### src/source/io_ports_defines.svh
`ifndef IO_PORTS_DEFINES_SVH
`define IO_PORTS_DEFINES_SVH

// upper address nibble of each peripheral
`define IO_SEL_UART     4'h0
`define IO_SEL_GPIO     4'h1
`define IO_SEL_INTC     4'h7
`define IO_SEL_SCRATCH  4'h8

`define SCRATCH_AWIDTH  9   // 512 words at 0x8000
`define GPIO_OUT_W      4
`define GPIO_IN_W       6

`define UART_CLKS_PER_BIT 8

// register offsets, low address bits
`define UART_REG_DATA     4'd0
`define UART_REG_STATUS   4'd1
`define GPIO_REG_OUT      4'd0
`define GPIO_REG_IN       4'd1
`define GPIO_REG_MASK     4'd2
`define INTC_REG_PENDING  4'd0
`define INTC_REG_ENABLE   4'd1

`endif

### src/source/io_ports_pkg.sv
`default_nettype none

package io_ports_pkg;

	typedef logic [15:0] io_word_t;   // data word
	typedef logic [15:0] io_addr_t;   // port address
	typedef logic [3:0]  reg_addr_t;  // register offset inside a peripheral

	// bit 0 gpio edge, bit 1 uart done
	typedef logic [1:0] irq_src_t;

	// request from the cpu, held until ack
	typedef struct packed {
		logic     cyc;
		logic     stb;
		logic     we;
		io_addr_t adr;
		io_word_t dat;
	} wb_req_t;

	typedef struct packed {
		io_word_t dat;
		logic     ack;
	} wb_rsp_t;

	typedef enum logic [1:0] {
		st_idle,
		st_start,
		st_data,
		st_stop
	} uart_state_t;

endpackage

`default_nettype wire

### src/source/gpio.sv
`timescale 1ns/1ps
`default_nettype none
`include "io_ports_defines.svh"

module gpio (
	input  wire                         CLK,
	input  wire                         RSTb,
	input  wire io_ports_pkg::reg_addr_t reg_addr,
	input  wire io_ports_pkg::io_word_t  wdata,
	input  wire                         wr,
	output io_ports_pkg::io_word_t      rdata,
	output logic [`GPIO_OUT_W-1:0]      pins_out,
	input  wire  [`GPIO_IN_W-1:0]       pins_in,
	output logic                        edge_int
);
	import io_ports_pkg::*;

	logic [`GPIO_IN_W-1:0] sync1_q;
	logic [`GPIO_IN_W-1:0] sync2_q;
	logic [`GPIO_IN_W-1:0] prev_q;    // for edge detect
	logic [`GPIO_IN_W-1:0] mask_q;
	logic [`GPIO_IN_W-1:0] rising;

	assign rising = sync2_q & ~prev_q & mask_q;

	always_ff @(posedge CLK) begin
		if (!RSTb) begin
			pins_out <= '0;
			mask_q   <= '0;
			sync1_q  <= '0;
			sync2_q  <= '0;
			prev_q   <= '0;
			edge_int <= 1'b0;
		end else begin
			sync1_q  <= pins_in;
			sync2_q  <= sync1_q;
			prev_q   <= sync2_q;
			edge_int <= |rising;
			if (wr && reg_addr == `GPIO_REG_OUT)
				pins_out <= wdata[`GPIO_OUT_W-1:0];
			if (wr && reg_addr == `GPIO_REG_MASK)
				mask_q <= wdata[`GPIO_IN_W-1:0];
		end
	end

	always_comb begin
		rdata = '0;
		case (reg_addr)
			`GPIO_REG_OUT:  rdata = io_word_t'(pins_out);
			`GPIO_REG_IN:   rdata = io_word_t'(sync2_q);
			`GPIO_REG_MASK: rdata = io_word_t'(mask_q);
			default: ;
		endcase
	end

endmodule

`default_nettype wire

### config.mk
export PLATFORM = sky130hd
export DESIGN_NAME = gpio
export DESIGN_NICKNAME = d
export VERILOG_FILES = /design/src/source/io_ports_pkg.sv /design/src/source/gpio.sv
export VERILOG_INCLUDE_DIRS = /design/src /design/src/source
export SDC_FILE = /design/constraint.sdc
export NUM_CORES = 1
export LEC_CHECK = 0
export ABC_AREA = 1
export CAP_MARGIN = 10
export CORE_MARGIN = 10
export CORE_UTILIZATION = 50
export CTS_CLUSTER_DIAMETER = 30
export DETAILED_ROUTE_END_ITERATION = 10
export DONT_BUFFER_PORTS = 1
export PLACE_DENSITY = 0.67
export SYNTH_ARGS = -nofsm -noshare
export SYNTH_HDL_FRONTEND = slang
export SYNTH_SLANG_ARGS = --single-unit
### constraint.sdc
create_clock -name CLK -period 1.2 [get_ports CLK]
set_clock_uncertainty 0.1 [all_clocks]
set_input_delay 0.24 -clock CLK [delete_from_list [all_inputs] [get_ports CLK]]
set_output_delay 0.24 -clock CLK [all_outputs]
set_load 0.005 [all_outputs]
==> metrics.yaml <==
outcome:
  outcome: "finished with violations"
  violations: "negative setup slack"
grt:
  antenna_found_initial: 0
  grtUsageTotal_pct: 10.8
  grt_max_degree: 19
  overflow: 0
  grt_pass1_wl_um: 4370
  grt_pass1_vias: 999
final_layout:
  fin_area_um2: 1510
  drive_gt1_share_pct: 23.4
  final_util_pct: 61.9
  insertedDiodeCount: 0
  syn_to_final_growth_pct: 20.9
  nNetsFinal: 217
floorplanning:
  dieArea_um2: 4890
  io_pins: 50
  die_h_um: 69.9
  die_w_um: 69.9
  num_rows: 18
  start_util_pct: 51.2
  coreArea_um2: 2430
logic_synthesis:
  yosys.area.top_type_share_pct: 46.6
  synthTopCellsByArea: "dfxtp_1, nand2_1, inv_1, buf_4, nor2_1"
  ys_top_cells_by_count: "nand2_1, inv_1, dfxtp_1"
  yosysTopAreaCell: "dfxtp_1"
  synth-seq-cells: 29
  synth_edf_count: 0
  synth.avg_cell_area_um2: 7.55
  post-synth-top-count-cell: "nand2_1"
  netlist_area_um2: 1250
  seq_area_frac_synth_pct: 46.6
  synthCells: 165
  synth_ff_type: "dfxtp_1"
  yosysWarnings: 0
  async_flop_share_pct: 0
  ys_types: 19
critical_path:
  crit_path_start_kind: "register"
  critical_path_class: "register to primary output"
  r2r_cells: 3
  crit_fanout: 2
  worst_setup_path_end_kind: "primary output"
  rr_startpoint: "sync1_q[2]"
  worst_ep_arrival_time_ps: 930
  r2r-end: "sync2_q[2]"
  rrSetupSlack_ps: 70
  cp.required_ps: 860
timing:
  finalCritPeriodShare_pct: 106
  finalHoldWorstSlack_ps: 24.5
  hold_viol: 0
  finalCriticalPeriod_ps: 1270
  fin_ws_ps: -71.5
  max_slew_margin_pct: 58.5
  setup_violations: 5
  max_slew.worst_pin.slew_ps: 622
  rsz0062_at_grt: "yes"
  report.final.slew_viol_count: 0
  fmax_mhz: 786
power_and_ir_drop:
  p_seq_share_pct: 58.1
  total_power_w: 0.00174
  power.leakage_nw: 0.752
  peakVddDrop_mv: 0.882
  p_sw_share_pct: 22.9
  pwr-share-clk_pct: 33.5
  power.internal_w: 0.00134
  power_density_nw_per_um2: 1150
  p_switching_w: 0.000399
  combPwrFrac_pct: 8.4
clock_tree:
  cts.sink_count: 29
  cts_buffer_depth: 2
  clk_latency_ps: 320
  clk_pin_slew_ps: 90
  cts_tree: "built"
  cts_root_buf: "clkbuf_4"
  htreeDepth: 2
  cts_made_buffers: 5
hold_path:
  hold_class: "input pin to register"
  hold_path_end: "pins_out[1]"
  hp-start: "RSTb"
  worstHoldPathCells: 2
routing:
  viasPerCell: 4.78
  route.detailed.drc: 0
  antenna_left: 0
  routed_wl_um: 2750
  drt_iter0_markers: 65
  detail_route.wl_per_cell_um: 12.6
  num_vias: 1041
  drtPass1Iterations: 4
placement:
  placed_cell_area_um2: 1210
  gp_congestion: 0.845
  dpl.hpwl_um: 1850
  port_buffers: 0
  dp_slack_ps: 30.2
run:
  drv_cap: 0
worst max-delay path, stage by stage (launching register included):
cell and delay, ps:
dfxtp_2 340, inv_2 40, o211ai_1 230
cell families (layout without fill, tap and decap cells):
family | Yosys count | in the layout | share of synthesized area [%]
simple gates | 75 | 75 | 27.9
buf+inv | 48 | 62 | 19.4
flops | 29 | 29 | 46.6
compound gates | 12 | 12 | 5.82
other cells | 1 | 10 | 0.301
cells in the final DEF, fill, tap and decap left out:
| master | instances |
|---|---|
| nand4_1 | 8 |
| nand3_2 | 2 |
| nand3_1 | 9 |
| inv_2 | 7 |
| clkbuf_4 | 5 |
| dlygate4sd3_1 | 16 |
| inv_1 | 25 |
| a21oi_1 | 6 |
| nor2_4 | 3 |
| o22ai_2 | 2 |
| nand2_2 | 2 |
| dfxtp_1 | 13 |
| clkbuf_1 | 1 |
| nor2_1 | 15 |
| o211ai_1 | 4 |
| nand2_1 | 36 |
| buf_4 | 6 |
| dlymetal6s4s_1 | 1 |
| conb_1 | 10 |
| clkbuf_8 | 1 |
| dfxtp_2 | 16 |
how the worst max path moves through the flow:
| stage | start | to | cells after the start |
|---|---|---|---|
| 5_1_grt | mask_q[0] | rdata[0] | 2 |
| 3_5_place_dp | reg_addr[3] | rdata[0] | 3 |
| 2_1_floorplan | reg_addr[0] | rdata[0] | 4 |
| 4_1_cts | mask_q[0] | rdata[0] | 2 |
| 6_report | mask_q[0] | rdata[0] | 2 |
| 3_3_place_gp | reg_addr[1] | rdata[1] | 4 |
per-stage QoR:
step	std cells	TNS, ps
2_1_floorplan	174	0
3_3_place_gp	190	0
3_5_place_dp	190	0
4_1_cts	217	-608
5_1_grt	218	-525
6_report	218	-212
sequential cells by signal, summed over array words and instances (netlist names):
register  flops
mask_q        6
prev_q        6
sync1_q       6
pins_out      4
edge_int      1
sync2_q       6
power by group through the flow:
| stage | registers [W] | logic, W | clock network, W |
|---|---|---|---|
| after floorplan | 0.00103 | 0.000110 | 0 |
| after global placement | 0.00103 | 0.0000770 | 0 |
| after detailed placement | 0.00103 | 0.0000796 | 0 |
| after CTS | 0.00101 | 0.000140 | 0.000597 |
| after global routing | 0.00101 | 0.000163 | 0.000633 |
| final | 0.00101 | 0.000145 | 0.000583 |
timing repair:
action	CTS	global route
pin swaps	6	3
cloned	0	0
resized for setup	21	5
hold buffers	17	0
hold endpoints to repair	28	0
buffers inserted	3	1
setup endpoints to repair	6	24
routing by layer:
metal	vias up	routed length (µm)	global-route usage (%)
met5	-	0	0
met1	466	1140	11.4
met2	40	1330	17.6
met4	0	14	4.17
met3	2	261	5.79
li1	533	-	-
cell type report:
cell class / count / area, µm²
Clock buffer: 7 / 55.1
Fill cell: 207 / 926
Inverter: 32 / 120
Multi-Input combinational cell: 97 / 475
Sequential cell: 29 / 601
Tap cell: 30 / 37.5
Timing Repair Buffer: 23 / 218
Power figures use the tool's default switching activity.
