File: src/source/io_ports_defines.svh
`ifndef IO_PORTS_DEFINES_SVH
`define IO_PORTS_DEFINES_SVH

// upper address nibble of each peripheral
`define IO_SEL_UART     4'h0
`define IO_SEL_GPIO     4'h1
`define IO_SEL_INTC     4'h7
`define IO_SEL_SCRATCH  4'h8

`define SCRATCH_AWIDTH  9   // 512 words at 0x8000
`define GPIO_OUT_W      4
`define GPIO_IN_W       6

`define UART_CLKS_PER_BIT 8

// register offsets, low address bits
`define UART_REG_DATA     4'd0
`define UART_REG_STATUS   4'd1
`define GPIO_REG_OUT      4'd0
`define GPIO_REG_IN       4'd1
`define GPIO_REG_MASK     4'd2
`define INTC_REG_PENDING  4'd0
`define INTC_REG_ENABLE   4'd1

`endif

File: src/source/io_ports_pkg.sv
`default_nettype none

package io_ports_pkg;

	typedef logic [15:0] io_word_t;   // data word
	typedef logic [15:0] io_addr_t;   // port address
	typedef logic [3:0]  reg_addr_t;  // register offset inside a peripheral

	// bit 0 gpio edge, bit 1 uart done
	typedef logic [1:0] irq_src_t;

	// request from the cpu, held until ack
	typedef struct packed {
		logic     cyc;
		logic     stb;
		logic     we;
		io_addr_t adr;
		io_word_t dat;
	} wb_req_t;

	typedef struct packed {
		io_word_t dat;
		logic     ack;
	} wb_rsp_t;

	typedef enum logic [1:0] {
		st_idle,
		st_start,
		st_data,
		st_stop
	} uart_state_t;

endpackage

`default_nettype wire

File: src/source/interrupt_controller.sv
`timescale 1ns/1ps
`default_nettype none
`include "io_ports_defines.svh"

module interrupt_controller (
	input  wire                         CLK,
	input  wire                         RSTb,
	input  wire io_ports_pkg::reg_addr_t reg_addr,
	input  wire io_ports_pkg::io_word_t  wdata,
	input  wire                         wr,
	output io_ports_pkg::io_word_t      rdata,
	input  wire io_ports_pkg::irq_src_t  sources,
	output logic                        interrupt,
	output io_ports_pkg::irq_src_t      active
);
	import io_ports_pkg::*;

	irq_src_t pending_q;
	irq_src_t enable_q;
	irq_src_t clear;

	// write one to clear
	assign clear = (wr && reg_addr == `INTC_REG_PENDING) ?
		wdata[$bits(irq_src_t)-1:0] : '0;

	always_ff @(posedge CLK) begin
		if (!RSTb) begin
			pending_q <= '0;
			enable_q  <= '0;
		end else begin
			pending_q <= (pending_q & ~clear) | sources; // new pulse beats the clear
			if (wr && reg_addr == `INTC_REG_ENABLE)
				enable_q <= wdata[$bits(irq_src_t)-1:0];
		end
	end

	assign active    = pending_q & enable_q;
	assign interrupt = |active;

	always_comb begin
		rdata = '0;
		case (reg_addr)
			`INTC_REG_PENDING: rdata = io_word_t'(pending_q);
			`INTC_REG_ENABLE:  rdata = io_word_t'(enable_q);
			default: ;
		endcase
	end

	a_masked: assert property (@(posedge CLK) disable iff (!RSTb)
		(enable_q == '0) |-> !interrupt)
		else $error("interrupt raised with all sources disabled");

endmodule

`default_nettype wire

File: config.mk
export PLATFORM = sky130hd
export DESIGN_NAME = interrupt_controller
export DESIGN_NICKNAME = d
export VERILOG_FILES = /design/src/source/io_ports_pkg.sv /design/src/source/interrupt_controller.sv
export VERILOG_INCLUDE_DIRS = /design/src /design/src/source
export SDC_FILE = /design/constraint.sdc
export NUM_CORES = 1
export LEC_CHECK = 0
export ABC_AREA = 1
export BUFFER_PORTS_ARGS = -buffer_cell sky130_fd_sc_hd__buf_4
export CORE_AREA = 2 2 39 41
export DETAILED_ROUTE_END_ITERATION = 8
export DIE_AREA = 0 0 41 43
export HOLD_SLACK_MARGIN = 0.05
export PLACE_DENSITY_LB_ADDON = 0.25
export SLEW_MARGIN = 20
export SYNTH_ARGS = -nofsm -noshare
export SYNTH_HDL_FRONTEND = slang
export SYNTH_SLANG_ARGS = --single-unit
File: constraint.sdc
create_clock -name CLK -period 0.8 [get_ports CLK]
set_input_delay 0.04 -clock CLK [delete_from_list [all_inputs] [get_ports CLK]]
set_output_delay 0.04 -clock CLK [all_outputs]
set_load 0.01 [all_outputs]
==> summary.md, run 1 <==
| Metric | Value |
|---|---|
| Multi-input combinational cell area | `199 um^2` |
| # DRC | `0` |
| Post-DP Area | `435 um^2` |
| VDD IR max | `0.726 mV` |
| Crit end category | `output port` |
| M1 GR Usage | `9.24%` |
| Htree depth | `1` |
| RSZ-0062 raised after global routing | `yes` |
| Ant. Diodes | `0` |
| Dpl cells | `83` |
| Layout Nets | `101` |
| Vias per cell | `3.69` |
| Final Non-Filler Cells | `90` |
| Power Dens Cells | `1160 nW/um^2` |
| Total number of vias | `332` |
| Hold depth | `4` |
| Syn Area/Cell | `6.76 um^2` |
| Met2 Use GR | `12.2%` |
| Required @ worst endpoint | `0.76 ns` |
| Root Driver | `clkbuf_4` |
| Synth Warn # | `0` |
| Share of layout cells above drive strength 1 | `36.5%` |
| R2R cell count | `4` |
| Min cycle time layout | `0.915 ns` |
| Worst skew pair latency | `0.23 ns` |
| TritonCTS clock tree | `built` |
| Clock buffer depth | `2` |
| Crit-path cells | `nand3_2, o21ai_1, buf_4` |
| Area of the mapped netlist | `352 um^2` |
| Clock sinks | `4` |
| Final Instance Area | `519 um^2` |
| Critical path class | `flip-flop to output port` |
| Die Span Y | `43 um` |
| CP max-delay cell | `dfxtp_2` |
| Synth-to-Final Area Change | `47.7%` |
| Remaining antenna violation count | `0` |
| Reg area | `85.1 um^2` |
| Final setup fails | `5` |
| First-pass GRT wire length | `986 um` |
| Switching power total | `158 uW` |
| Pint | `445 uW` |
| PnR worst setup slack | `-0.115 ns` |
| Initial antenna violation count | `0` |
| Die area | `1760 um^2` |
| Vias in the first global route | `270` |
| Largest net degree at the start of global routing | `6` |
| Seq/Total Area, Yosys | `22.8%` |
| Crit path launch type | `flip-flop` |
| MaxCap Viol Count | `0` |
| Clock power share | `39.8%` |
| WL per Instance | `7.34 um` |
| Most common cell after layout, fill and taps aside | `buf_4` |
| DRT Pass-1 Iters | `1` |
| Synth cell types | `12` |
| Period Utilization, post-route | `114%` |
| Initial drt markers | `0` |
| Commonest cells after routing, fill and taps aside | `15 x buf_4, 14 x conb_1, 9 x nand2_1` |
| FP Rows | `14` |
| Clk slew on worst S/H paths | `0.03 ns` |
| WL final | `661 um` |
| Port Buf Inserts | `15` |
| Global Route Usage Sum | `8.41%` |
| Final hold violations | `0` |
| Sequential share of power | `36.5%` |
| Global-route met3 utilization | `2.09%` |
| #FFs+latches synth | `4` |
| Area of the core | `1380 um^2` |
| Syn Inst Count | `52` |
| Sw frac | `26.2%` |
| Comb pwr share | `23.7%` |
| CP Max Fanout | `3` |
| Status | `finished, violations left` |
| Post-CTS setup buffers | `0` |
| Maximum operating frequency | `1.09 GHz` |
| Die width | `41 um` |
| Gr busiest metal | `met2` |
| Leak | `0.293 nW` |
| I/O pins | `44` |
| Fin Clk Skew | `0 ns` |
| Filler cells | `163` |
| Gr ovfl total | `0` |
| Slew Viols, Final | `0` |
| Routability cong. | `0.730` |
| CP Data Arrival Time | `0.88 ns` |
| Dpl hpwl | `562 um` |
| Initial cell density of the core | `25.4%` |
| Failing checks | `setup timing` |
| Number of buffers created by CTS | `3` |
| Worst hold-check path type | `input port to flip-flop` |
| Slowest stage delay, CP | `0.34 ns` |
-- registers in the layout, indices dropped and copies added, names as in the netlist --
signal / flops
enable_q: 2
pending_q: 2
-- what timing repair did --
item / 4_1_cts / 5_1_grt
hold endpoints to repair: 4 / 0
resized for setup: 7 / 2
pin swaps: 2 / 1
endpoints found under the setup margin: 5 / 6
hold buffers: 5 / 0
-- area by class of cell --
class / count / share of cell area, %
clock buffers: 3 / 4.34
inverters: 8 / 5.78
multi-input cells: 39 / 38.3
flip-flops and latches: 4 / 16.4
well taps: 16 / 3.86
repair buffers: 20 / 31.3
-- cells in the mapped netlist --
cell type	number	share of area, %
a21oi_1	2	2.8
buf_4	14	30
conb_1	1	1.1
dfxtp_1	4	23
inv_1	8	8.5
nand2_1	9	9.6
nand3_1	3	4.3
nand4_1	2	3.6
nand4_4	1	6.0
nor2_1	5	5.3
nor2_4	1	3.2
o21ai_0	2	2.8
-- path summary, 6_finish.rpt --
path                      from      endpoint  slack [ns]
setup / recovery  pending_q[1]      rdata[1]       -0.12
hold / removal        wdata[0]  pending_q[0]        0.15
setup reg to reg   enable_q[0]   enable_q[0]        0.17
hold reg to reg   pending_q[1]  pending_q[1]        0.48
-- per-layer routing --
metal  part of all wire [%]  routed length (um)  vias up
met2                     50                 331       18
met3                     11                  75        0
met5                      0                   0        -
met4                      0                   0        0
met1                     38                 254      138
li1                       -                   -      176
-- stage by stage --
step	setup slack [ns]	power [mW]	hold WS (ns)	TNS, ns	utilization [%]
2_1_floorplan	0.126	0.330	0.160	0	-
3_3_place_gp	-0.0167	0.343	0.283	-0.0294	31.5
3_5_place_dp	-0.0149	0.343	0.291	-0.0149	31.5
4_1_cts	-0.124	0.620	0.140	-0.428	37.4
5_1_grt	-0.143	0.641	0.160	-0.588	37.5
6_report	-0.115	0.602	0.149	-0.333	37.5
-- critical path: cells and delay by family (launching register included) --
family / cells / cell delay [ns]
AO/OA/AOI/OAI: 1 / 0.10
buffers and inverters: 1 / 0.14
flip-flops: 1 / 0.34
AND/OR/NAND/NOR: 1 / 0.07
-- power by group through the flow --
stage,registers [mW],logic [mW],clock network (mW)
after detailed placement,0.219,0.124,0
after global routing,0.221,0.161,0.259
final,0.220,0.143,0.239
after global placement,0.220,0.124,0
after floorplan,0.218,0.112,0
after CTS,0.219,0.144,0.256
-- kinds of logic after synthesis --
group           after synthesis  share of synthesized area, %
flops                         4                          22.8
compound gates                4                          5.69
other cells                   1                          1.07
simple gates                 21                          32.0
buf+inv                      22                          38.4
Power figures use the tool's default switching activity.
==> run 2, diff against run 1 <==
--- a/config.mk
+++ b/config.mk
@@ -6,7 +6,6 @@
 export SDC_FILE = /design/constraint.sdc
 export NUM_CORES = 1
 export LEC_CHECK = 0
-export ABC_AREA = 1
 export BUFFER_PORTS_ARGS = -buffer_cell sky130_fd_sc_hd__buf_4
 export CORE_AREA = 2 2 39 41
 export DETAILED_ROUTE_END_ITERATION = 8
==> run 2 against run 1 <==
  * The run still ends with setup timing left
  * Critical path depth stayed put
  * Clock skew stayed put
  * Flip-flop and latch count stayed put
  * Power is 1.0% lower
  * Routed wire length is 0.61% lower
  * Combinational power is 13% lower
  * Critical path type unchanged
==> summary.md, run 2 <==
| Metric | Value |
|---|---|
| Status | `finished, violations left` |
| Failing checks | `setup timing` |
| Syn Inst Count | `40` |
| Final Instance Area | `509 um^2` |
| Regs by FF count | `enable_q: 2 flops, pending_q: 2 flops` |
| End of the critical path | `interrupt` |
| Fin Clk Skew | `0 ns` |
| WL final | `657 um` |
| Die Span Y | `43 um` |
| Synth top area cells | `buf_4 31%, dfxtp_1 24%, mux2i_1 12%, nand2_1 4.5%, nor3b_1 4.5%` |
| Clk slew on worst S/H paths | `0.04 ns` |
| Biggest area consumer among synthesized cells | `buf_4` |
| Vias per cell | `3.67` |
| Total number of vias | `290` |
| Clock buffer depth | `2` |
| Clock sinks | `4` |
| Crit end category | `output port` |
| Largest net degree at the start of global routing | `7` |
| Crit path launch type | `flip-flop` |
| Commonest cells after routing, fill and taps aside | `16 x buf_4, 14 x conb_1, 5 x buf_6` |
| I/O pins | `44` |
| DRT Pass-1 Iters | `2` |
| Worst reg2reg endpoint | `pending_q[1]` |
| Hold_buf cts | `0` |
| Most common cell after layout, fill and taps aside | `buf_4` |
| Min cycle time layout | `1.10 ns` |
| Reg-to-Reg Start | `pending_q[1]` |
| CP Max Fanout | `3` |
| Power Dens Cells | `1170 nW/um^2` |
| R2r setup slk | `0.16 ns` |
| PnR worst setup slack | `-0.300 ns` |
| WL per Instance | `8.32 um` |
| Final setup fails | `5` |
| Vias in the first global route | `231` |
| VDD IR max | `0.560 mV` |
| Post-DP Area | `450 um^2` |
| Layout Nets | `90` |
| Worst Setup SP | `enable_q[1]` |
| Final hold violations | `0` |
| Syn Area/Cell | `8.35 um^2` |
| Ant. Diodes | `0` |
| Seq/Total Area, Yosys | `24.0%` |
| CP max-delay cell | `dfxtp_2` |
| RSZ-0062 raised after global routing | `yes` |
| CP Data Arrival Time | `1.06 ns` |
| Worst hold-check path type | `input port to flip-flop` |
| Required @ worst endpoint | `0.76 ns` |
| Top post-synthesis cells by count | `14 x buf_4, 4 x dfxtp_1, 4 x mux2i_1, 4 x nand2_1` |
| Initial drt markers | `4` |
| Crit-path cells | `and2_4, or2_4, buf_6` |
| R2R cell count | `2` |
| Total Neg Setup Slack | `-1.17 ns` |
| Total power | `596 uW` |
| Area of the core | `1380 um^2` |
| #FFs+latches synth | `4` |
| Root Driver | `clkbuf_4` |
| Synth cell types | `13` |
| Hold path start | `wdata[0]` |
| Htree depth | `1` |
| Post-synth EDFFs | `0` |
| Synth-to-Final Area Change | `52.4%` |
| Hold depth | `3` |
| Synth Flop Type | `dfxtp_1` |
| Die area | `1760 um^2` |
| WHS | `0.0631 ns` |
| Initial cell density of the core | `24.1%` |
| TritonCTS clock tree | `built` |
| Most common cell in the netlist | `buf_4` |
| Critical path class | `flip-flop to output port` |
| Slew Viols, Final | `0` |
| Pre-CTS setup slack | `-0.129 ns` |
| Area of the mapped netlist | `334 um^2` |
| Gr ovfl total | `0` |
| Share of layout cells above drive strength 1 | `52.4%` |
| Initial antenna violation count | `0` |
| Dpl hpwl | `528 um` |
| First-pass GRT wire length | `869 um` |
| Period Utilization, post-route | `138%` |
| Number of buffers created by CTS | `3` |
| Synth Warn # | `0` |
| Worst skew pair latency | `0.24 ns` |
| Routability cong. | `0.664` |
| Global Route Usage Sum | `7.63%` |
| MaxCap Viol Count | `0` |
| Slowest stage delay, CP | `0.32 ns` |
| Port Buf Inserts | `15` |
| Maximum operating frequency | `0.909 GHz` |
| Async SR Flop Fraction | `0%` |
| Remaining antenna violation count | `0` |
| FP Rows | `14` |
| # DRC | `0` |
| Synth top area share | `31.5%` |
| Die width | `41 um` |
| Leak | `0.254 nW` |
==> run 2: area by class of cell <==
cell class,count,area (um^2)
fillers,161,875
multi-input cells,35,205
repair buffers,21,176
flip-flops and latches,4,85.1
clock buffers,3,22.5
well taps,16,20.0
==> run 2: what timing repair did <==
item	CTS	global route
resized for setup	11	1
buffers inserted	1	1
endpoints found under the setup margin	5	5
hold endpoints to repair	0	0
pin swaps	1	3
==> run 2: power breakdown <==
| group | switching [mW] | internal, mW | total, mW | leakage [nW] |
|---|---|---|---|---|
| Combinational | 0.0644 | 0.0607 | 0.125 | 0.206 |
| Clock | 0.0859 | 0.168 | 0.254 | 0.0138 |
| Sequential | 0.00608 | 0.211 | 0.217 | 0.0343 |
==> run 2: metal layers <==
layer,routed length (um),track usage [%],share of wire (%),up-vias
met5,0,0,0,-
met4,0,8.00,0,0
met3,84,1.57,13,0
met2,278,9.69,42,20
met1,294,9.65,45,117
li1,-,-,-,153
==> run 2: critical path, delay by kind of cell, from the launching register on <==
| kind | cells | cell delay, ns |
|---|---|---|
| flops | 1 | 0.32 |
| buf+inv | 1 | 0.12 |
| simple gates | 2 | 0.39 |
==> run 2: kinds of logic (layout without fill, tap and decap cells) <==
logic type,Yosys count,in the layout,share of synthesized area (%)
compound gates,4,4,5.99
buf+inv,14,24,31.5
flops,4,4,24.0
mux,4,4,12.0
other cells,1,14,1.12
simple gates,13,13,25.5
==> run 2: stage by stage <==
step                      instances  utilization, %
final                            79            36.8
after global routing             79            36.8
after CTS                        79            36.8
after detailed placement         75            32.5
after global placement           75            32.5
after floorplan                  53               -
==> run 2: worst min path at each step <==
| stage | endpoint | slack [ns] |
|---|---|---|
| 2_1_floorplan | rdata[0] | 0.13 |
| 3_3_place_gp | enable_q[0] | 0.32 |
| 3_5_place_dp | enable_q[1] | 0.32 |
| 4_1_cts | enable_q[0] | 0.06 |
| 5_1_grt | enable_q[0] | 0.06 |
| 6_report | enable_q[0] | 0.06 |
==> run 3, diff against run 2 <==
--- a/config.mk
+++ b/config.mk
@@ -6,10 +6,10 @@
 export SDC_FILE = /design/constraint.sdc
 export NUM_CORES = 1
 export LEC_CHECK = 0
-export BUFFER_PORTS_ARGS = -buffer_cell sky130_fd_sc_hd__buf_4
 export CORE_AREA = 2 2 39 41
 export DETAILED_ROUTE_END_ITERATION = 8
 export DIE_AREA = 0 0 41 43
+export DONT_BUFFER_PORTS = 1
 export HOLD_SLACK_MARGIN = 0.05
 export PLACE_DENSITY_LB_ADDON = 0.25
 export SLEW_MARGIN = 20
==> run 3 against run 2 <==
  * Largest cell class unchanged
  * Power is 3.9% lower
  * Non-clock buffer count is 8 lower
  * The run still ends with setup timing left
  * Core utilization is 3.9 points lower
  * Maximum frequency is 9.0% higher
  * Worst hold slack better by 0.017 ns
  * Routed wire length is 2.3% lower
  * Largest power group unchanged
  * First-iteration DRC count is 100% lower
  * Design area is 11% lower
==> summary.md, run 3 (synthesized netlist as in run 2, its figures left out) <==
| Metric | Value |
|---|---|
| Maximum operating frequency | `0.990 GHz` |
| Pint | `429 uW` |
| CP Data Arrival Time | `0.97 ns` |
| Most common cell after layout, fill and taps aside | `conb_1` |
| WHS Endpoint | `pending_q[1]` |
| Clock sinks | `4` |
| Dpl hpwl | `494 um` |
| Largest net degree at the start of global routing | `7` |
| VDD IR max | `0.532 mV` |
| Worst reg2reg endpoint | `pending_q[1]` |
| FP Rows | `14` |
| CP Max Fanout | `3` |
| Die Span Y | `43 um` |
| Share of layout cells above drive strength 1 | `34.5%` |
| Hold path start | `wdata[1]` |
| Layout Nets | `82` |
| Initial antenna violation count | `0` |
| Commonest cells after routing, fill and taps aside | `14 x conb_1, 5 x dlygate4sd3_1, 5 x buf_4` |
| Clk slew on worst S/H paths | `0.04 ns` |
| Synth-to-Final Area Change | `36.3%` |
| WL per Instance | `9.04 um` |
| Vias in the first global route | `239` |
| Global-route met3 utilization | `1.57%` |
| Hold depth | `2` |
| PnR worst setup slack | `-0.210 ns` |
| Gr busiest metal | `met2` |
| Failing checks | `setup timing` |
| Status | `finished, violations left` |
| Initial cell density of the core | `24.1%` |
| Final Non-Filler Cells | `71` |
| M1 GR Usage | `7.74%` |
| Area of the core | `1380 um^2` |
| Final setup fails | `5` |
| RSZ-0062 raised after global routing | `yes` |
| R2R cell count | `3` |
| Comb pwr share | `18.1%` |
| Switching power total | `144 uW` |
| Initial drt markers | `0` |
| Sw frac | `25.1%` |
| Worst hold-check path type | `input port to flip-flop` |
| Clock buffer depth | `2` |
| Root Driver | `clkbuf_4` |
| Dpl cells | `60` |
| Regs by FF count | `enable_q: 2 flops, pending_q: 2 flops` |
| Slowest stage delay, CP | `0.33 ns` |
| Remaining antenna violation count | `0` |
| CP max-delay cell | `dfxtp_2` |
| TritonCTS clock tree | `built` |
| Die area | `1760 um^2` |
| Htree depth | `1` |
| MaxCap Viol Count | `0` |
| WL final | `642 um` |
| Number of buffers created by CTS | `3` |
| Slew Viols, Final | `0` |
| Crit-path cells | `mux2i_1, nor4_1, buf_4` |
| Power Dens Cells | `1260 nW/um^2` |
| Sequential share of power | `38.0%` |
| First-pass GRT wire length | `862 um` |
| Crit end category | `output port` |
| Fin Clk Skew | `0 ns` |
| Filler cells | `157` |
| Clock power share | `43.9%` |
| Gr ovfl total | `0` |
| Critical path class | `flip-flop to output port` |
| R2r setup slk | `0.03 ns` |
| Vias per cell | `4.01` |
| I/O pins | `44` |
| Port Buf Inserts | `0` |
| Worst skew pair latency | `0.23 ns` |
| # DRC | `0` |
| Min cycle time layout | `1.01 ns` |
| Required @ worst endpoint | `0.76 ns` |
| Cell family with the largest share of critical-path delay | `flip-flops` |
| Die width | `41 um` |
| Leak | `0.217 nW` |
| Period Utilization, post-route | `126%` |
| Total number of vias | `285` |
| Total power | `573 uW` |
| Met2 Use GR | `12.2%` |
| Reg-to-Reg Start | `pending_q[1]` |
| Global Route Usage Sum | `7.84%` |
| Worst path bufs/invs | `1` |
| DRT Pass-1 Iters | `1` |
| Ant. Diodes | `0` |
| Routability cong. | `0.615` |
| Crit path launch type | `flip-flop` |
| Final hold violations | `0` |
==> run 3: cell count changes in the layout (fill, tap and decap cells not counted), sizes merged <==
cell and delta:
dlygate4sd3 +5, dlymetal6s4s +1, buf -14
==> run 3: how the worst max path moves through the flow <==
stage / start / to / slack [ns] / depth (start not counted)
after floorplan: reg_addr[1] / enable_q[0] / 0.02 / 3
after global placement: reg_addr[1] / enable_q[1] / 0.005 / 3
after detailed placement: reg_addr[1] / enable_q[1] / -0.06 / 3
after CTS: enable_q[0] / rdata[0] / -0.23 / 3
after global routing: enable_q[0] / rdata[0] / -0.31 / 3
final: pending_q[0] / rdata[0] / -0.21 / 3
==> run 3: cell type report <==
cell class	instances	area, um^2	share of cell area [%]
timing repair buffer	13	123	26.9
sequential	4	85.1	18.7
multi-input combinational	35	205	45.1
tap	16	20.0	4.40
clock buffer	3	22.5	4.95
==> run 3: through the flow <==
step / setup TNS, ns / area, um^2 / util [%] / worst slack, ns / hold WS (ns)
floorplan: 0 / 385 / - / 0.0187 / 0.130
detailed placement: -0.100 / 338 / 24.4 / -0.0596 / 0.188
finish: -0.725 / 455 / 32.9 / -0.210 / 0.0803
CTS: -0.814 / 445 / 32.2 / -0.226 / 0.0697
global placement: 0 / 338 / 24.4 / 0.00456 / 0.181
global route: -0.973 / 455 / 32.9 / -0.307 / 0.0889
==> run 3: layer usage <==
metal	vias up	wire length [um]	part of all wire (%)
met5	-	0	0
met4	0	0	0
met3	0	76	12
met2	20	330	51
met1	127	236	37
li1	138	-	-
==> run 3: what timing repair did <==
| item | CTS | global route |
|---|---|---|
| setup buffers | 1 | 1 |
| gates resized for setup | 8 | 1 |
| hold buffers | 6 | 0 |
| hold endpoints to repair | 4 | 0 |
| pin swaps | 2 | 2 |
| endpoints found under the setup margin | 5 | 9 |
==> run 3: power by group through the flow <==
stage | Sequential (mW) | Clock (mW) | Combinational, mW
2_1_floorplan | 0.216 | 0 | 0.106
3_3_place_gp | 0.218 | 0 | 0.0621
3_5_place_dp | 0.219 | 0 | 0.0629
4_1_cts | 0.217 | 0.268 | 0.0974
5_1_grt | 0.218 | 0.272 | 0.116
6_report | 0.218 | 0.251 | 0.104
