[config.mk]
export PLATFORM = sky130hd
export DESIGN_NAME = uart_tx
export DESIGN_NICKNAME = d
export VERILOG_FILES = /design/src/source/io_ports_pkg.sv /design/src/source/uart_tx.sv
export VERILOG_INCLUDE_DIRS = /design/src /design/src/source
export SDC_FILE = /design/constraint.sdc
export NUM_CORES = 1
export LEC_CHECK = 0
export BUFFER_PORTS_ARGS = -buffer_cell sky130_fd_sc_hd__buf_2
export CELL_PAD_IN_SITES_DETAIL_PLACEMENT = 2
export CELL_PAD_IN_SITES_GLOBAL_PLACEMENT = 2
export CORE_UTILIZATION = 27
export DETAILED_ROUTE_END_ITERATION = 7
export GPL_ROUTABILITY_DRIVEN = 0
export PLACE_DENSITY = 0.86
export SETUP_SLACK_MARGIN = 0.1
export SYNTH_ARGS = -nofsm -noshare
export SYNTH_HDL_FRONTEND = slang
export SYNTH_SLANG_ARGS = --single-unit
[constraint.sdc]
create_clock -name CLK -period 2.82 [get_ports CLK]
set_input_delay 0.423 -clock CLK [delete_from_list [all_inputs] [get_ports CLK]]
set_output_delay 0.423 -clock CLK [all_outputs]
set_load 0.01 [all_outputs]
[src/source/io_ports_defines.svh]
`ifndef IO_PORTS_DEFINES_SVH
`define IO_PORTS_DEFINES_SVH

// upper address nibble of each peripheral
`define IO_SEL_UART     4'h0
`define IO_SEL_GPIO     4'h1
`define IO_SEL_INTC     4'h7
`define IO_SEL_SCRATCH  4'h8

`define SCRATCH_AWIDTH  9   // 512 words at 0x8000
`define GPIO_OUT_W      4
`define GPIO_IN_W       6

`define UART_CLKS_PER_BIT 8

// register offsets, low address bits
`define UART_REG_DATA     4'd0
`define UART_REG_STATUS   4'd1
`define GPIO_REG_OUT      4'd0
`define GPIO_REG_IN       4'd1
`define GPIO_REG_MASK     4'd2
`define INTC_REG_PENDING  4'd0
`define INTC_REG_ENABLE   4'd1

`endif

[src/source/io_ports_pkg.sv]
`default_nettype none

package io_ports_pkg;

	typedef logic [15:0] io_word_t;   // data word
	typedef logic [15:0] io_addr_t;   // port address
	typedef logic [3:0]  reg_addr_t;  // register offset inside a peripheral

	// bit 0 gpio edge, bit 1 uart done
	typedef logic [1:0] irq_src_t;

	// request from the cpu, held until ack
	typedef struct packed {
		logic     cyc;
		logic     stb;
		logic     we;
		io_addr_t adr;
		io_word_t dat;
	} wb_req_t;

	typedef struct packed {
		io_word_t dat;
		logic     ack;
	} wb_rsp_t;

	typedef enum logic [1:0] {
		st_idle,
		st_start,
		st_data,
		st_stop
	} uart_state_t;

endpackage

`default_nettype wire

[src/source/uart_tx.sv]
`timescale 1ns/1ps
`default_nettype none
`include "io_ports_defines.svh"

module uart_tx #(
	parameter int CLKS_PER_BIT = `UART_CLKS_PER_BIT
) (
	input  wire                         CLK,
	input  wire                         RSTb,
	input  wire io_ports_pkg::reg_addr_t reg_addr,
	input  wire io_ports_pkg::io_word_t  wdata,
	input  wire                         wr,
	output io_ports_pkg::io_word_t      rdata,
	output logic                        txd,
	output logic                        tx_done
);
	import io_ports_pkg::*;

	localparam int CNT_W = (CLKS_PER_BIT > 1) ? $clog2(CLKS_PER_BIT) : 1;

	uart_state_t      state_q;
	logic [CNT_W-1:0] clk_cnt_q;   // clocks inside the current bit
	logic [2:0]       bit_idx_q;
	logic [7:0]       shift_q;
	logic             bit_end;
	logic             busy;
	logic             start_req;

	assign busy      = (state_q != st_idle);
	assign bit_end   = (clk_cnt_q == CNT_W'(CLKS_PER_BIT - 1));
	assign start_req = wr && (reg_addr == `UART_REG_DATA) && !busy; // dropped when busy

	always_ff @(posedge CLK) begin
		if (!RSTb) begin
			state_q   <= st_idle;
			txd       <= 1'b1;
			tx_done   <= 1'b0;
			clk_cnt_q <= '0;
		end else begin
			tx_done <= 1'b0;
			if (state_q != st_idle)
				clk_cnt_q <= bit_end ? '0 : clk_cnt_q + 1'b1;
			case (state_q)
				st_idle: begin
					if (start_req) begin
						state_q   <= st_start;
						txd       <= 1'b0;
						clk_cnt_q <= '0;
					end
				end
				st_start: begin
					if (bit_end) begin
						state_q <= st_data;
						txd     <= shift_q[0];   // lsb first
					end
				end
				st_data: begin
					if (bit_end) begin
						if (bit_idx_q == 3'd7) begin
							state_q <= st_stop;
							txd     <= 1'b1;
						end else begin
							txd <= shift_q[1];
						end
					end
				end
				st_stop: begin
					if (bit_end) begin
						state_q <= st_idle;
						tx_done <= 1'b1;
					end
				end
				default: state_q <= st_idle;
			endcase
		end
	end

	// payload, no reset
	always_ff @(posedge CLK) begin
		if (start_req) begin
			shift_q   <= wdata[7:0];
			bit_idx_q <= '0;
		end else if (state_q == st_data && bit_end) begin
			shift_q   <= shift_q >> 1;
			bit_idx_q <= bit_idx_q + 1'b1;
		end
	end

	assign rdata = (reg_addr == `UART_REG_STATUS) ? {15'd0, busy} : '0;

	a_idle_high: assert property (@(posedge CLK) disable iff (!RSTb)
		(state_q == st_idle) |-> txd)
		else $error("txd low while uart idle");

endmodule

`default_nettype wire
==> report_table.html, run 1 <==
<table>
<tr><th>Metric</th><th>Value</th></tr>
<tr><th colspan="2">Run status</th></tr>
<tr><td>Status</td><td>completed</td></tr>
<tr><th colspan="2">Worst setup path</th></tr>
<tr><td>Start-to-end type of the worst setup path</td><td>reg -&gt; reg</td></tr>
<tr><td>Reg2reg start</td><td>state_q[0]</td></tr>
<tr><td>Capturing element type of the critical path</td><td>register</td></tr>
<tr><td>Setup slack, reg-to-reg</td><td>0.53 ns</td></tr>
<tr><td>Data arrival time of the critical path</td><td>about 2.2 ns</td></tr>
<tr><td>Crit path launch type</td><td>register</td></tr>
<tr><td>Length in cells of the worst reg-to-reg path</td><td>5</td></tr>
<tr><td>Data required, critical path</td><td>about 2.8 ns</td></tr>
<tr><td>Biggest fanout along the worst timing path</td><td>8</td></tr>
<tr><td>End of the worst register-to-register path</td><td>shift_q[1]</td></tr>
<tr><th colspan="2">Floorplanning</th></tr>
<tr><td>Core region area</td><td>3720 sq um</td></tr>
<tr><td>Y dimension of the die</td><td>about 65 um</td></tr>
<tr><td>Die span in x</td><td>64.7 um</td></tr>
<tr><td>Number of placement rows</td><td>22</td></tr>
<tr><td>Effective utilization at floorplan</td><td>0.286</td></tr>
<tr><td>Number of top-level design ports</td><td>41</td></tr>
<tr><td>Die area</td><td>4190 sq um</td></tr>
<tr><th colspan="2">Worst hold path</th></tr>
<tr><td>Path class of the lowest-slack min-delay path</td><td>in -&gt; reg</td></tr>
<tr><td>Hold Startpoint</td><td>wdata[5]</td></tr>
<tr><td>Hold path depth</td><td>3</td></tr>
<tr><td>Worst Hold Endpoint</td><td>shift_q[5]</td></tr>
<tr><th colspan="2">Timing</th></tr>
<tr><td>Post-layout minimum cycle time</td><td>~2.3 ns</td></tr>
<tr><td>Crit path setup slack, layout</td><td>0.527 ns</td></tr>
<tr><td>Number of setup violations in the final report</td><td>0</td></tr>
<tr><td>Unrepaired setup endpoints after global routing</td><td>no</td></tr>
<tr><td>F_max</td><td>0.436 GHz</td></tr>
<tr><td>Worst hold margin</td><td>0.429 ns</td></tr>
<tr><td>Worst clock skew on the final layout</td><td>0.00225 ns</td></tr>
<tr><td>Final Cycle Share</td><td>0.813</td></tr>
<tr><td>Final slew viol count</td><td>0</td></tr>
<tr><td>Hold Fails Final Rpt</td><td>0</td></tr>
<tr><td>Accumulated negative setup slack</td><td>0 ns</td></tr>
<tr><th colspan="2">Cells and area</th></tr>
<tr><td>Nets</td><td>about 160</td></tr>
<tr><td>Share of the core filled with cells</td><td>0.320</td></tr>
<tr><td>Layout cell share with drive strength beyond 1</td><td>0.200</td></tr>
<tr><td>Diode insertion count for antenna repair</td><td>0</td></tr>
<tr><td>Number of standard cells in the final layout excluding fillers</td><td>178</td></tr>
<tr><td>Synth-to-Final Area Change</td><td>11.8%</td></tr>
<tr><td>Number of inserted filler cells in the final layout</td><td>around 430</td></tr>
<tr><td>Commonest cells after routing, fill and taps aside</td><td>31 x sky130_fd_sc_hd__nand2_1, 17 x sky130_fd_sc_hd__buf_2, 15 x sky130_fd_sc_hd__conb_1, 10 x sky130_fd_sc_hd__ha_1, 10 x sky130_fd_sc_hd__dfxtp_1</td></tr>
<tr><td>Final design area excluding fillers</td><td>between 1000 and 1500 sq um</td></tr>
<tr><td>Most common cell after layout, fill and taps aside</td><td>sky130_fd_sc_hd__nand2_1</td></tr>
<tr><th colspan="2">Place</th></tr>
<tr><td>Area post-placement</td><td>1140 sq um</td></tr>
<tr><td>Half-perimeter wire length after detailed placement</td><td>1.85 mm</td></tr>
<tr><td>Port-buffer cells</td><td>17</td></tr>
<tr><td>Setup slack at placement</td><td>0.493 ns</td></tr>
<tr><td>Post-placement cell count</td><td>174</td></tr>
<tr><th colspan="2">Clock tree</th></tr>
<tr><td>Number of buffers inserted during clock tree synthesis</td><td>3</td></tr>
<tr><td>Reg clk slew, reported paths</td><td>0.07 ns</td></tr>
<tr><td>H-tree level count</td><td>1</td></tr>
<tr><td>Number of buffers added to fix hold violations after cts</td><td>0</td></tr>
<tr><td>Clock Latency Late Sink</td><td>0.26 ns</td></tr>
<tr><td>CTS tree</td><td>done</td></tr>
<tr><td>Clock net sink count</td><td>18</td></tr>
<tr><td>Cells resized by post-CTS repair</td><td>0</td></tr>
<tr><td>Max clock buf depth</td><td>2</td></tr>
<tr><td>Clk root buf</td><td>sky130_fd_sc_hd__clkbuf_8</td></tr>
<tr><td>Number of buffers inserted by post-CTS setup repair</td><td>0</td></tr>
<tr><th colspan="2">Global routing</th></tr>
<tr><td>Global-route wire length before repair</td><td>3.68 mm</td></tr>
<tr><td>All-Layer GR Usage</td><td>0.122</td></tr>
<tr><td>M2 GR Usage</td><td>0.225</td></tr>
<tr><td>Overflow left after global routing</td><td>0</td></tr>
<tr><td>Antenna violations before repair</td><td>0</td></tr>
<tr><td>Pin count of the biggest net entering global routing</td><td>12</td></tr>
<tr><td>Busiest grt layer</td><td>met2</td></tr>
<tr><td>Met1 demand-to-capacity share in global routing</td><td>0.125</td></tr>
<tr><td>GR met3 Demand/Resource</td><td>0.0211</td></tr>
<tr><td>Number of global-route vias before repair</td><td>788</td></tr>
<tr><th colspan="2">Job</th></tr>
<tr><td>Number of maximum-capacitance constraint violations</td><td>0</td></tr>
<tr><th colspan="2">Route</th></tr>
<tr><td>Sum of routed wire length over all layers</td><td>2.28 mm</td></tr>
<tr><td>Vias per Instance</td><td>4.35</td></tr>
<tr><td>Number of vias after detailed routing</td><td>774</td></tr>
<tr><td>Post-DR wirelength/cell</td><td>12.8 um</td></tr>
<tr><td>Final ANT Viol Nets</td><td>0</td></tr>
<tr><td>Remaining design rule violation count</td><td>0</td></tr>
<tr><td>Router iterations before antenna repair</td><td>3</td></tr>
<tr><td>Number of DRC markers after the initial detailed-route iteration</td><td>14</td></tr>
<tr><th colspan="2">Synthesis</th></tr>
<tr><td>Dominant cell type by area after synthesis</td><td>sky130_fd_sc_hd__edfxtp_1</td></tr>
<tr><td>Post-synthesis cell type count</td><td>29</td></tr>
<tr><td>Sequential-to-total area share from yosys stat</td><td>0.415</td></tr>
<tr><td>Number of standard cells after synthesis</td><td>around 110</td></tr>
<tr><td>FF+latch count, synth</td><td>18</td></tr>
<tr><td>Post-synthesis instance area</td><td>between 1000 and 1500 sq um</td></tr>
<tr><td>Syn. warnings</td><td>0</td></tr>
<tr><td>Post-synthesis area per instance</td><td>9.48 sq um</td></tr>
<tr><td>Area share of the leading cell type in the synthesized netlist</td><td>0.226</td></tr>
<tr><td>Area contributors post-synth</td><td>sky130_fd_sc_hd__edfxtp_1 23%, sky130_fd_sc_hd__dfxtp_1 19%, sky130_fd_sc_hd__ha_1 12%</td></tr>
<tr><th colspan="2">Power</th></tr>
<tr><td>Total power per unit cell area</td><td>586 nW/um^2</td></tr>
<tr><td>Worst VDD drop</td><td>0.000180 V</td></tr>
<tr><td>PnR Total Power</td><td>0.696 mW</td></tr>
<tr><td>Leakage</td><td>roughly 0.56 nW</td></tr>
</table>
-- cell type report --
type	count	area (sq um)	share of cell area
Inverter	5	18.8	0.0158
Clock buffer	3	41.3	0.0348
Multi-Input combinational cell	85	531	0.447
Sequential cell	18	440	0.371
Clock inverter	1	3.75	0.00316
Tap cell	48	60.1	0.0506
Timing Repair Buffer	18	92.6	0.0780
-- synth_stat cells --
library cell / number
sky130_fd_sc_hd__and2_1: 1
sky130_fd_sc_hd__o21ai_0: 3
sky130_fd_sc_hd__or4_2: 1
sky130_fd_sc_hd__conb_1: 1
sky130_fd_sc_hd__dfxtp_1: 10
sky130_fd_sc_hd__a21oi_1: 2
sky130_fd_sc_hd__buf_4: 15
sky130_fd_sc_hd__o31a_4: 1
sky130_fd_sc_hd__nand2_1: 31
sky130_fd_sc_hd__edfxtp_1: 8
sky130_fd_sc_hd__a2111oi_4: 1
sky130_fd_sc_hd__nand3_1: 2
sky130_fd_sc_hd__buf_2: 1
sky130_fd_sc_hd__nor2_1: 2
sky130_fd_sc_hd__o311ai_0: 1
sky130_fd_sc_hd__nor3b_1: 1
sky130_fd_sc_hd__clkbuf_1: 2
sky130_fd_sc_hd__and3_1: 1
sky130_fd_sc_hd__a22oi_1: 2
sky130_fd_sc_hd__xor2_1: 1
sky130_fd_sc_hd__a211o_1: 1
sky130_fd_sc_hd__inv_1: 5
sky130_fd_sc_hd__mux2i_1: 2
sky130_fd_sc_hd__a21boi_0: 1
sky130_fd_sc_hd__nor2b_1: 3
sky130_fd_sc_hd__or3_4: 1
sky130_fd_sc_hd__nor4_1: 1
sky130_fd_sc_hd__o221a_2: 1
sky130_fd_sc_hd__ha_1: 10
-- metal layers --
layer  share of wire  wire (um)
met2            0.53       1210
met5               0          0
met1            0.41        922
met4           0.027         61
met3           0.034         78
-- state kept, by name, indices dropped and copies added, names as in the netlist --
signal and flops:
state_q 2, txd 1, tx_done 1, clk_cnt_q 3, bit_idx_q 3, shift_q 8
-- where the power goes --
group	total, mW	switching, mW	internal, mW	leakage (nW)
clock network	0.191	0.0939	0.0971	0.0231
logic	0.178	0.0987	0.0796	0.386
registers	0.327	0.0233	0.304	0.154
total	0.696	0.216	0.481	0.563
-- critical path, cell delays in order (launching register included) --
cell                      delay, ns
sky130_fd_sc_hd__dfxtp_1       0.35
sky130_fd_sc_hd__inv_1         0.12
sky130_fd_sc_hd__ha_1          0.25
sky130_fd_sc_hd__inv_1         0.12
sky130_fd_sc_hd__or4_2         0.78
sky130_fd_sc_hd__nand2_1       0.34
-- kinds of logic (layout without fill, tap and decap cells) --
group,count (synthesis),count (layout),synth area share
AOI/OAI and AO/OA,13,13,0.114
xor gates and xnor gates,1,1,0.00825
adders and majority gates,10,10,0.118
buffers and inverters,23,27,0.135
DFF,18,18,0.415
muxes,2,2,0.0188
other,1,15,0.00353
and+or+nand+nor,44,44,0.187
-- worst max path at each step --
stage | start | end | slack (ns)
after floorplan | reg_addr[3] | shift_q[0] | 0.78
after global placement | reg_addr[3] | shift_q[7] | 0.55
after detailed placement | state_q[0] | shift_q[7] | 0.49
after CTS | state_q[0] | shift_q[7] | 0.50
after global routing | state_q[1] | shift_q[1] | 0.36
final | state_q[0] | shift_q[1] | 0.53
Note: power is estimated with default switching activity, not from simulation.
==> run 2: changes to the inputs <==
--- a/config.mk
+++ b/config.mk
@@ -9,10 +9,10 @@
 export BUFFER_PORTS_ARGS = -buffer_cell sky130_fd_sc_hd__buf_2
 export CELL_PAD_IN_SITES_DETAIL_PLACEMENT = 2
 export CELL_PAD_IN_SITES_GLOBAL_PLACEMENT = 2
-export CORE_UTILIZATION = 27
+export CORE_UTILIZATION = 25
 export DETAILED_ROUTE_END_ITERATION = 7
 export GPL_ROUTABILITY_DRIVEN = 0
-export PLACE_DENSITY = 0.86
+export PLACE_DENSITY = 0.84
 export SETUP_SLACK_MARGIN = 0.1
 export SYNTH_ARGS = -nofsm -noshare
 export SYNTH_HDL_FRONTEND = slang
==> constraint.sdc (replaced) <==
create_clock -name CLK -period 2 [get_ports CLK]
set_input_delay 0.3 -clock CLK [delete_from_list [all_inputs] [get_ports CLK]]
set_output_delay 0.3 -clock CLK [all_outputs]
set_load 0.01 [all_outputs]
==> run 2 against run 1 <==
- via count up 3.2%
- worst hold slack got worse by 0.14 ns
- setup slack worse by 0.27 ns
- clock power is 42% higher
- final cell count rose by 3.9%
- highest routed layer unchanged
- power grew 46%
- maximum frequency rose by 32%
==> report_table.html, run 2 (synthesis gave the netlist of run 1 again) <==
<table>
<tr><th>Metric</th><th>Value</th></tr>
<tr><th colspan="2">Clock tree</th></tr>
<tr><td>H-tree level count</td><td>1 (unchanged)</td></tr>
<tr><td>Max clock buf depth</td><td>2 (unchanged)</td></tr>
<tr><td>Number of buffers inserted during clock tree synthesis</td><td>3 (unchanged)</td></tr>
<tr><td>Clock Latency Late Sink</td><td>0.27 ns (about the same)</td></tr>
<tr><td>Clk root buf</td><td>sky130_fd_sc_hd__clkbuf_8</td></tr>
<tr><td>Reg clk slew, reported paths</td><td>0.07 ns (about the same)</td></tr>
<tr><td>Clock net sink count</td><td>18 (unchanged)</td></tr>
<tr><td>Number of buffers inserted by post-CTS setup repair</td><td>0 (unchanged)</td></tr>
<tr><td>CTS tree</td><td>done</td></tr>
<tr><th colspan="2">Floorplanning</th></tr>
<tr><td>Effective utilization at floorplan</td><td>0.264 (-0.0222)</td></tr>
<tr><td>Core region area</td><td>4030 sq um (+8.4%)</td></tr>
<tr><td>Y dimension of the die</td><td>67.2 um (+3.8%)</td></tr>
<tr><td>Die area</td><td>4510 sq um (+7.7%)</td></tr>
<tr><td>Number of placement rows</td><td>23 (+4.5%)</td></tr>
<tr><td>Die span in x</td><td>67.2 um (+3.8%)</td></tr>
<tr><td>Number of top-level design ports</td><td>41 (unchanged)</td></tr>
<tr><th colspan="2">Worst setup path</th></tr>
<tr><td>Worst path buffer plus inverter count</td><td>2 (unchanged)</td></tr>
<tr><td>Cell family with the largest share of critical-path delay</td><td>simple AND/OR/NAND/NOR gates</td></tr>
<tr><td>Worst path slowest cell</td><td>sky130_fd_sc_hd__or4_4</td></tr>
<tr><td>Capturing element type of the critical path</td><td>register</td></tr>
<tr><td>Highest cell delay on the worst timing path</td><td>0.59 ns (-0.19 ns)</td></tr>
<tr><td>Start-to-end type of the worst setup path</td><td>reg -&gt; reg</td></tr>
<tr><td>Biggest fanout along the worst timing path</td><td>8 (unchanged)</td></tr>
<tr><td>Library cell appearing most often on the critical path</td><td>sky130_fd_sc_hd__inv_1</td></tr>
<tr><td>Data arrival time of the critical path</td><td>1.71 ns (-0.51 ns)</td></tr>
<tr><td>Worst path cell trace</td><td>inv_1 -&gt; ha_1 -&gt; inv_1 -&gt; or4_4 -&gt; nand2_4</td></tr>
<tr><td>Crit path launch type</td><td>register</td></tr>
<tr><td>Data required, critical path</td><td>1.97 ns (-0.78 ns)</td></tr>
<tr><th colspan="2">Power</th></tr>
<tr><td>Relative contribution of sequential cells to total power</td><td>0.449 (-0.021)</td></tr>
<tr><td>Power Internal</td><td>0.707 mW (+47%)</td></tr>
<tr><td>Proportion of total power due to net switching</td><td>0.303 (-0.00731)</td></tr>
<tr><td>Clock power frac</td><td>0.268 (-0.006)</td></tr>
<tr><td>Switching Power</td><td>0.307 mW (+42%)</td></tr>
<tr><td>Total power per unit cell area</td><td>820 nW/um^2 (+40%)</td></tr>
<tr><td>Worst VDD drop</td><td>0.000189 V (+4.9%)</td></tr>
<tr><td>Leakage</td><td>0.589 nW (+4.6%)</td></tr>
<tr><td>Part of the power in combinational logic</td><td>0.283 (+0.027)</td></tr>
<tr><th colspan="2">Cells and area</th></tr>
<tr><td>Register with the highest flop count</td><td>shift_q</td></tr>
<tr><td>Registers with the most flip-flops</td><td>shift_q: 8 flops, bit_idx_q: 3 flops, clk_cnt_q: 3 flops</td></tr>
<tr><td>Commonest cells after routing, fill and taps aside</td><td>30 x sky130_fd_sc_hd__nand2_1, 17 x sky130_fd_sc_hd__buf_2, 15 x sky130_fd_sc_hd__conb_1, 10 x sky130_fd_sc_hd__ha_1, 10 x sky130_fd_sc_hd__dfxtp_1</td></tr>
<tr><td>Diode insertion count for antenna repair</td><td>0 (unchanged)</td></tr>
<tr><td>Nets</td><td>169 (+3.0%)</td></tr>
<tr><td>Layout cell share with drive strength beyond 1</td><td>0.237 (+0.0370)</td></tr>
<tr><td>Max reg flops</td><td>8 (unchanged)</td></tr>
<tr><td>Synth-to-Final Area Change</td><td>16.5%</td></tr>
<tr><td>Final design area excluding fillers</td><td>1240 sq um (+4.2%)</td></tr>
<tr><td>Most common cell after layout, fill and taps aside</td><td>sky130_fd_sc_hd__nand2_1</td></tr>
<tr><th colspan="2">Global routing</th></tr>
<tr><td>Pin count of the biggest net entering global routing</td><td>12 (unchanged)</td></tr>
<tr><td>Global-route wire length before repair</td><td>4.06 mm (+11%)</td></tr>
<tr><td>All-Layer GR Usage</td><td>0.126 (+0.00410)</td></tr>
<tr><td>GR met3 Demand/Resource</td><td>0.0203 (-0.000856)</td></tr>
<tr><td>Met1 demand-to-capacity share in global routing</td><td>0.123 (-0.00192)</td></tr>
<tr><td>Busiest grt layer</td><td>met2</td></tr>
<tr><td>Overflow left after global routing</td><td>0 (unchanged)</td></tr>
<tr><td>Antenna violations before repair</td><td>0 (unchanged)</td></tr>
<tr><td>M2 GR Usage</td><td>0.245 (+0.0197)</td></tr>
<tr><td>Number of global-route vias before repair</td><td>882 (+12%)</td></tr>
<tr><th colspan="2">Timing</th></tr>
<tr><td>Worst hold margin</td><td>0.292 ns (-0.138 ns)</td></tr>
<tr><td>Unrepaired setup endpoints after global routing</td><td>no</td></tr>
<tr><td>Post-layout minimum cycle time</td><td>1.74 ns (-0.551 ns)</td></tr>
<tr><td>Worst clock skew on the final layout</td><td>0.00870 ns (+0.00645 ns)</td></tr>
<tr><td>F_max</td><td>0.574 GHz (+32%)</td></tr>
<tr><td>Final Cycle Share</td><td>0.871 (+0.0577)</td></tr>
<tr><td>Final slew viol count</td><td>0 (unchanged)</td></tr>
<tr><td>Hold Fails Final Rpt</td><td>0 (unchanged)</td></tr>
<tr><td>Number of setup violations in the final report</td><td>0 (unchanged)</td></tr>
<tr><th colspan="2">Route</th></tr>
<tr><td>Number of vias after detailed routing</td><td>799 (+3.2%)</td></tr>
<tr><td>Vias per Instance</td><td>4.32 (-0.68%)</td></tr>
<tr><td>Number of DRC markers after the initial detailed-route iteration</td><td>34 (+20)</td></tr>
<tr><td>Remaining design rule violation count</td><td>0 (unchanged)</td></tr>
<tr><td>Post-DR wirelength/cell</td><td>13.5 um (+5.5%)</td></tr>
<tr><td>Final ANT Viol Nets</td><td>0 (unchanged)</td></tr>
<tr><td>Router iterations before antenna repair</td><td>4 (+1)</td></tr>
<tr><td>Sum of routed wire length over all layers</td><td>2.49 mm (+9.6%)</td></tr>
<tr><th colspan="2">Place</th></tr>
<tr><td>Half-perimeter wire length after detailed placement</td><td>2.04 mm (+10%)</td></tr>
<tr><td>Area post-placement</td><td>1190 sq um (+4.2%)</td></tr>
<tr><td>Port-buffer cells</td><td>17 (unchanged)</td></tr>
<tr><th colspan="2">Job</th></tr>
<tr><td>Number of maximum-capacitance constraint violations</td><td>0 (unchanged)</td></tr>
<tr><th colspan="2">Run status</th></tr>
<tr><td>Status</td><td>completed</td></tr>
<tr><th colspan="2">Worst hold path</th></tr>
<tr><td>Path class of the lowest-slack min-delay path</td><td>in -&gt; reg</td></tr>
</table>
[run 2: power by group through the flow]
| stage | logic, mW | registers (mW) | clock network, mW |
|---|---|---|---|
| finish | 0.287 | 0.456 | 0.271 |
| CTS | 0.293 | 0.458 | 0.286 |
| global placement | 0.265 | 0.460 | 0 |
| detailed placement | 0.289 | 0.465 | 0 |
| global route | 0.321 | 0.462 | 0.296 |
| floorplan | 0.203 | 0.463 | 0 |
[run 2: final timing paths]
kind	depth (start not counted)	to	slack (ns)	from
worst max-delay path	5	shift_q[2]	0.26	state_q[1]
worst min-delay path	3	shift_q[0]	0.29	wdata[0]
worst max register to register	5	shift_q[2]	0.26	state_q[1]
worst min register to register	2	bit_idx_q[1]	0.47	bit_idx_q[1]
[run 2: timing repair]
action                     in CTS  in global routing
hold buffers                    0                  0
hold endpoints to repair        0                  0
setup endpoints to repair      15                  0
gates resized for setup         1                  0
[run 2: per-layer routing]
metal / wire length, um / part of all wire / up-vias
li1: - / - / 391
met1: 938 / 0.38 / 382
met2: 1390 / 0.56 / 23
met3: 111 / 0.045 / 3
met4: 49 / 0.020 / 0
met5: 0 / 0 / -
[run 2: through the flow]
step | power (mW) | setup slack, ns | utilization | instances | setup TNS, ns
2_1_floorplan | 0.666 | 0.106 | - | 126 | 0
3_3_place_gp | 0.725 | 0.0482 | 0.295 | 181 | 0
3_5_place_dp | 0.754 | -0.0293 | 0.295 | 181 | -0.0293
4_1_cts | 1.04 | 0.234 | 0.307 | 185 | 0
5_1_grt | 1.08 | 0.157 | 0.307 | 185 | 0
6_report | 1.01 | 0.258 | 0.307 | 185 | 0
[run 2: worst register-to-register path: stages (launching register included)]
cell and delay, ns:
sky130_fd_sc_hd__dfxtp_1 0.32, sky130_fd_sc_hd__inv_1 0.11, sky130_fd_sc_hd__ha_1 0.21, sky130_fd_sc_hd__inv_1 0.07, sky130_fd_sc_hd__or4_4 0.59, sky130_fd_sc_hd__nand2_4 0.15
[run 2: final cells by class]
| cell class | instances | area (sq um) |
|---|---|---|
| fillers | 469 | 2790 |
| multi-input cells | 85 | 541 |
| well taps | 50 | 62.6 |
| inverters | 5 | 18.8 |
| flip-flops and latches | 18 | 440 |
| clock buffers | 4 | 45.0 |
| repair buffers | 23 | 130 |
